<file path="config.mk">
export PLATFORM = sky130hd
export DESIGN_NAME = hififo_fetch_descriptor
export DESIGN_NICKNAME = d
export VERILOG_FILES = /design/src/verilog/hififo_pkg.sv /design/src/verilog/hififo_fetch_descriptor.sv
export SDC_FILE = /design/constraint.sdc
export NUM_CORES = 1
export LEC_CHECK = 0
export BUFFER_PORTS_ARGS = -buffer_cell sky130_fd_sc_hd__clkbuf_2
export CAP_MARGIN = 10
export CORE_MARGIN = 4
export CORE_UTILIZATION = 40
export CTS_CLUSTER_DIAMETER = 200
export CTS_CLUSTER_SIZE = 25
export DETAILED_ROUTE_END_ITERATION = 10
export PLACE_DENSITY = 0.67
export SLEW_MARGIN = 10
export SYNTH_ARGS = -nofsm -noshare
export SYNTH_HDL_FRONTEND = slang
export SYNTH_SLANG_ARGS = --single-unit
</file>
<file path="constraint.sdc">
create_clock -name clock -period 2.3 [get_ports clock]
set_clock_uncertainty 0.15 [all_clocks]
set_input_delay 0 -clock clock [delete_from_list [all_inputs] [get_ports clock]]
set_output_delay 0 -clock clock [all_outputs]
set_load 0.02 [all_outputs]
</file>
<file path="src/verilog/hififo_pkg.sv">
`default_nettype none

package hififo_pkg;

   // channel count, one per direction
   localparam int num_channels = 2;
   localparam int chan_width = $clog2(num_channels);

   // read request address and host command word widths
   localparam int addr_width = 64;
   localparam int data_width = 64;

   // address bits below the high part
   localparam int count_bits = 22;
   // descriptor size as a power of two
   localparam int block_shift = 3;
   // pointers count descriptors, not bytes
   localparam int ptr_width = count_bits - block_shift;
   // address bits held by the addr_high command
   localparam int high_width = addr_width - count_bits;

   // per channel status word
   localparam int status_width = 32;

   // command word fields
   localparam int opcode_bits = 3;
   localparam int abort_bit = 8;

   typedef logic [chan_width-1:0] chan_t;

   // opcode sits in the low bits of every command word
   typedef enum logic [opcode_bits-1:0]
   {
      cmd_nop = 3'd0,
      cmd_interrupt = 3'd1,
      cmd_stop = 3'd2,
      cmd_addr_high = 3'd3,
      cmd_abort = 3'd4
   } cmd_opcode_t;

   // host command strobe, consumed in its cycle
   typedef struct packed
   {
      logic valid;
      chan_t channel;
      logic [data_width-1:0] data;
   } host_write_t;

   // descriptor read request, no back-pressure
   typedef struct packed
   {
      logic valid;
      chan_t channel;
      logic [addr_width-1:0] addr;
   } read_request_t;

   // one status word per channel
   typedef logic [num_channels-1:0][status_width-1:0] status_t;

endpackage

`default_nettype wire

</file>
<file path="src/verilog/hififo_fetch_descriptor.sv">
`timescale 1ns/100ps
`default_nettype none

module hififo_fetch_descriptor
#(
   parameter hififo_pkg::chan_t channel = '0
)
(
   input wire logic clock,
   input wire logic rst,
   input wire hififo_pkg::host_write_t host_write,
   input wire logic request_ack,
   output logic request_valid,
   output logic [hififo_pkg::addr_width-1:0] request_addr,
   output logic [hififo_pkg::status_width-1:0] status,
   output logic interrupt
);

   hififo_pkg::cmd_opcode_t opcode;
   logic hit;
   logic write_interrupt;
   logic write_stop;
   logic write_addr_high;
   logic write_abort;
   logic [hififo_pkg::ptr_width-1:0] cmd_ptr;

   logic abort;
   logic reset_or_abort;
   logic [hififo_pkg::high_width-1:0] addr_high;
   logic [hififo_pkg::ptr_width-1:0] p_current;
   logic [hififo_pkg::ptr_width-1:0] p_stop;
   logic [hififo_pkg::ptr_width-1:0] p_interrupt;

   logic at_interrupt;
   logic at_interrupt_d;

   // only words addressed to this channel
   assign hit = host_write.valid && (host_write.channel == channel);
   assign opcode = hififo_pkg::cmd_opcode_t'(host_write.data[hififo_pkg::opcode_bits-1:0]);
   // pointer field, already in descriptor units
   assign cmd_ptr = host_write.data[hififo_pkg::count_bits-1:hififo_pkg::block_shift];

   // opcode decode
   assign write_interrupt = hit && (opcode == hififo_pkg::cmd_interrupt);
   assign write_stop = hit && (opcode == hififo_pkg::cmd_stop);
   assign write_addr_high = hit && (opcode == hififo_pkg::cmd_addr_high);
   assign write_abort = hit && (opcode == hififo_pkg::cmd_abort);

   // channel configuration
   always_ff @(posedge clock)
   begin
      if (rst)
      begin
         // channel comes up aborted
         abort <= 1'b1;
         addr_high <= '0;
         p_interrupt <= '0;
      end
      else
      begin
         if (write_abort)
            abort <= host_write.data[hififo_pkg::abort_bit];
         if (write_addr_high)
            addr_high <= host_write.data[hififo_pkg::addr_width-1:hififo_pkg::count_bits];
         if (write_interrupt)
            p_interrupt <= cmd_ptr;
      end
   end

   // clear lags reset or abort by one cycle
   always_ff @(posedge clock)
   begin
      reset_or_abort <= rst | abort;
   end

   // pointer walk
   always_ff @(posedge clock)
   begin
      if (reset_or_abort)
      begin
         p_stop <= '0;
         p_current <= '0;
      end
      else
      begin
         if (write_stop)
            p_stop <= cmd_ptr;
         // one step per granted read
         if (request_ack)
            p_current <= p_current + 1;
      end
   end

   // ack cycle masks the request, so no double grant
   assign request_valid = (p_current != p_stop) && !request_ack;

   // high bits, descriptor index, zero byte offset
   assign request_addr = {addr_high, p_current, {hififo_pkg::block_shift{1'b0}}};

   // current pointer back in bytes
   assign status = {{(hififo_pkg::status_width - hififo_pkg::count_bits){1'b0}},
                    p_current, {hififo_pkg::block_shift{1'b0}}};

   assign at_interrupt = (p_current == p_interrupt);

   // rising edge of the match gives a one cycle pulse
   always_ff @(posedge clock)
   begin
      if (rst)
      begin
         // set so the match right after reset is not an edge
         at_interrupt_d <= 1'b1;
         interrupt <= 1'b0;
      end
      else
      begin
         at_interrupt_d <= at_interrupt;
         interrupt <= at_interrupt && !at_interrupt_d;
      end
   end

endmodule

`default_nettype wire

</file>
==> run metrics <==
status finished clean; Seq/Total Area, Yosys 46.3%; crit path kind input pin to register; Syn Area/Cell 8.33 µm²; post-synthesis register bit count 103; Mapped Area 4450 µm²; diode count 0; hold slack 0.206 ns; Cells after Synth 534; CP delay by family, top buffers and inverters; switching share of total power 23.1%; most frequent cells in the layout 150 x clkbuf_2, 129 x nand2_1, 103 x dfxtp_1, 94 x dlygate4sd3_1, 69 x a21oi_1; Pint 2.60 mW; WP data required 2.46 ns; num ports 167; Final WS setup 0.194 ns; total number of vias 4341; Reg clk slew, reported paths 0.10 ns; Tot GR Track Use 20.1%; GPL Wtd Cong 0.805; dpl hpwl 8630 µm; Residual DRC 0; CTS buffer count 9; crit-path max FO 42; die area 12900 µm²; Max Root-Sink Buffers 2; clock share of power 37.7%; Clock Sinks 103; initial antenna violation count 0; Max rail drop VDD 0.000312 V; drt pass-1 iters 4; dominant synthesized flop cell dfxtp_1; worst reg2reg path depth 4; # port buffers 150; Iter 0 DRT Violations 222; Critical Path Sink addr_high[20]$_SDFFE_PP0P_; synth unique cells 34; r2r startpoint p_current[8]$_SDFFE_PP0P_; chip height 113 µm; number of global-route vias before repair 4282; crit path time final 2.11 ns; fraction of layout cells with a size suffix above 1 25.2%; initial core utilization 40.9%; CORE AREA 10900 µm²; Clock Tree Root clkbuf_8; CP Capture Type register; f_max 475 MHz; launch point of the worst path host_write[2]; period utilisation layout 91.6%; Clock Latency Late Sink 0.36 ns; overall power 3.38 mW; combinational share of power 8.8%; leakage power 2.73 nW; Critical Path Stages 8; Max Cap Viol 0; final-report max-slew violation count 0; area of the multi-input gates 2020 µm²; FFs w/ async S/R, synth 0%; yosys warns 0; Layout Nets 826; Layout area overhead 43.2%; WL/cell 14.4 µm; die width 113 µm; Worst setup SP type input pin; worst r2r dst p_current[15]$_SDFFE_PP0P_; min-delay worst type input pin to register; largest net degree at the start of global routing 43; register share of total power 53.4%; fillcell total 956; H-tree depth 3; Std-Cell Rows 38; Post-synth EDFFs 0; CP cell instances dlygate4sd3_1, clkbuf_2, nor3b_2, and3_1, buf_6, nand2_1, a21oi_1, dlygate4sd3_1; Buf/Inv on CP 4; Psw 0.782 mW; GRT overflow 0; Crit path top cell by count dlygate4sd3_1; Final setup viols 0; CP peak stage delay 0.58 ns; reg2reg setup slack 0.33 ns; Routed WL 13000 µm; first-pass GRT wire length 21000 µm; commonest non-fill, non-tap cell in the layout clkbuf_2; DP Worst Slack 0.361 ns; Pwr per Cell Area 531 nW/µm²; CTS tree built; endpoints failing hold 0; slowest cell on the critical path dlygate4sd3_1; vias per cell 4.82; RSZ-0062 raised after global routing no; Arr. time, crit path 2.27 ns; Seq. cell area 2060 µm²; post-route ant nets 0; Final TNS setup 0 ns
## Yosys cell counts (2+ instances only)
cell / n / share of area [%]
buf_2: 5 / 0.56
or3_1: 8 / 1.1
o21ai_0: 7 / 0.79
and3b_1: 2 / 0.39
buf_1: 2 / 0.17
mux2i_1: 21 / 4.7
nand2b_1: 2 / 0.28
or4_1: 2 / 0.34
nor3_1: 3 / 0.34
xnor2_1: 27 / 5.3
nand3_1: 6 / 0.67
buf_4: 36 / 6.1
xor2_1: 21 / 4.1
nand4_1: 8 / 1.1
clkbuf_2: 4 / 0.45
inv_1: 4 / 0.34
dfxtp_1: 103 / 46
nand2_1: 129 / 11
nor2_1: 30 / 2.5
clkbuf_1: 24 / 2.0
a21oi_1: 69 / 7.8
nor4_1: 9 / 1.3
## final cells by class
class                   count  share of cell area (%)
inverters                   4                   0.236
flip-flops and latches    103                    32.4
repair buffers            267                    29.3
clock buffers              10                    2.16
clock inverters             6                    1.43
well taps                 140                    2.75
multi-input cells         371                    31.7
## registers in the layout, indices dropped and copies added (netlist names)
register / flops
addr_high: 42
abort: 1
p_stop: 19
at_interrupt_d: 1
p_interrupt: 19
interrupt: 1
reset_or_abort: 1
p_current: 19
## through the flow
stage / std cells / cell area, µm² / utilization [%]
after floorplan: 549 / 4510 / -
final: 901 / 6370 / 58.5
after global routing: 901 / 6370 / 58.5
after global placement: 791 / 5190 / 47.7
after CTS: 901 / 6360 / 58.4
after detailed placement: 791 / 5190 / 47.7
## power by group through the flow
stage	logic, mW	registers [mW]	clock network, mW
global route	0.325	1.81	1.39
CTS	0.292	1.81	1.31
global placement	0.190	1.85	0
finish	0.298	1.81	1.28
detailed placement	0.192	1.85	0
floorplan	0.107	1.86	0
## timing repair
item | 4_1_cts | 5_1_grt
setup endpoints to repair | 0 | 17
buffers inserted | 0 | 0
resized for setup | 0 | 2
hold endpoints to repair | 87 | 0
hold buffers | 94 | 0
## tightest hold or removal path, cell delays in order
cell and delay (ns):
clkbuf_2 0.11, nor3b_2 0.06, and3b_1 0.17, buf_4 0.20
nand2_1 0.08, a21oi_1 0.05
## cells by family (layout without fill, tap and decap cells)
kind of cell / after synthesis / in the layout / synth area share, %
fa+ha+maj: 1 / 1 / 0.281
xor+xnor: 48 / 48 / 9.45
simple gates: 206 / 206 / 20.4
compound gates: 79 / 79 / 9.08
other cells: 1 / 16 / 0.0843
buf+inv: 75 / 287 / 9.61
flops: 103 / 103 / 46.3
mux: 21 / 21 / 4.72
## worst min path at each step
stage,startpoint,to,slack [ns],cells after the start
final,host_write[64],p_interrupt[1]$_SDFFE_PP0P_,0.21,6
after global routing,host_write[64],p_interrupt[12]$_SDFFE_PP0P_,0.23,6
after CTS,host_write[64],p_interrupt[7]$_SDFFE_PP0P_,0.21,6
after floorplan,host_write[8],abort$_SDFFE_PP1P_,-0.02,2
after global placement,host_write[35],addr_high[13]$_SDFFE_PP0P_,0.07,3
after detailed placement,host_write[24],addr_high[2]$_SDFFE_PP0P_,0.08,3
## metal layers
metal | up-vias | wire length [µm] | share of wire [%] | GRT usage (%)
met5 | - | 0 | 0 | 0
li1 | 2142 | - | - | -
met4 | 0 | 191 | 1.5 | 6.41
met1 | 2014 | 5560 | 43 | 25.4
met2 | 169 | 6240 | 48 | 33.3
met3 | 16 | 970 | 7.5 | 5.73
(Power assumes the default switching activity.)
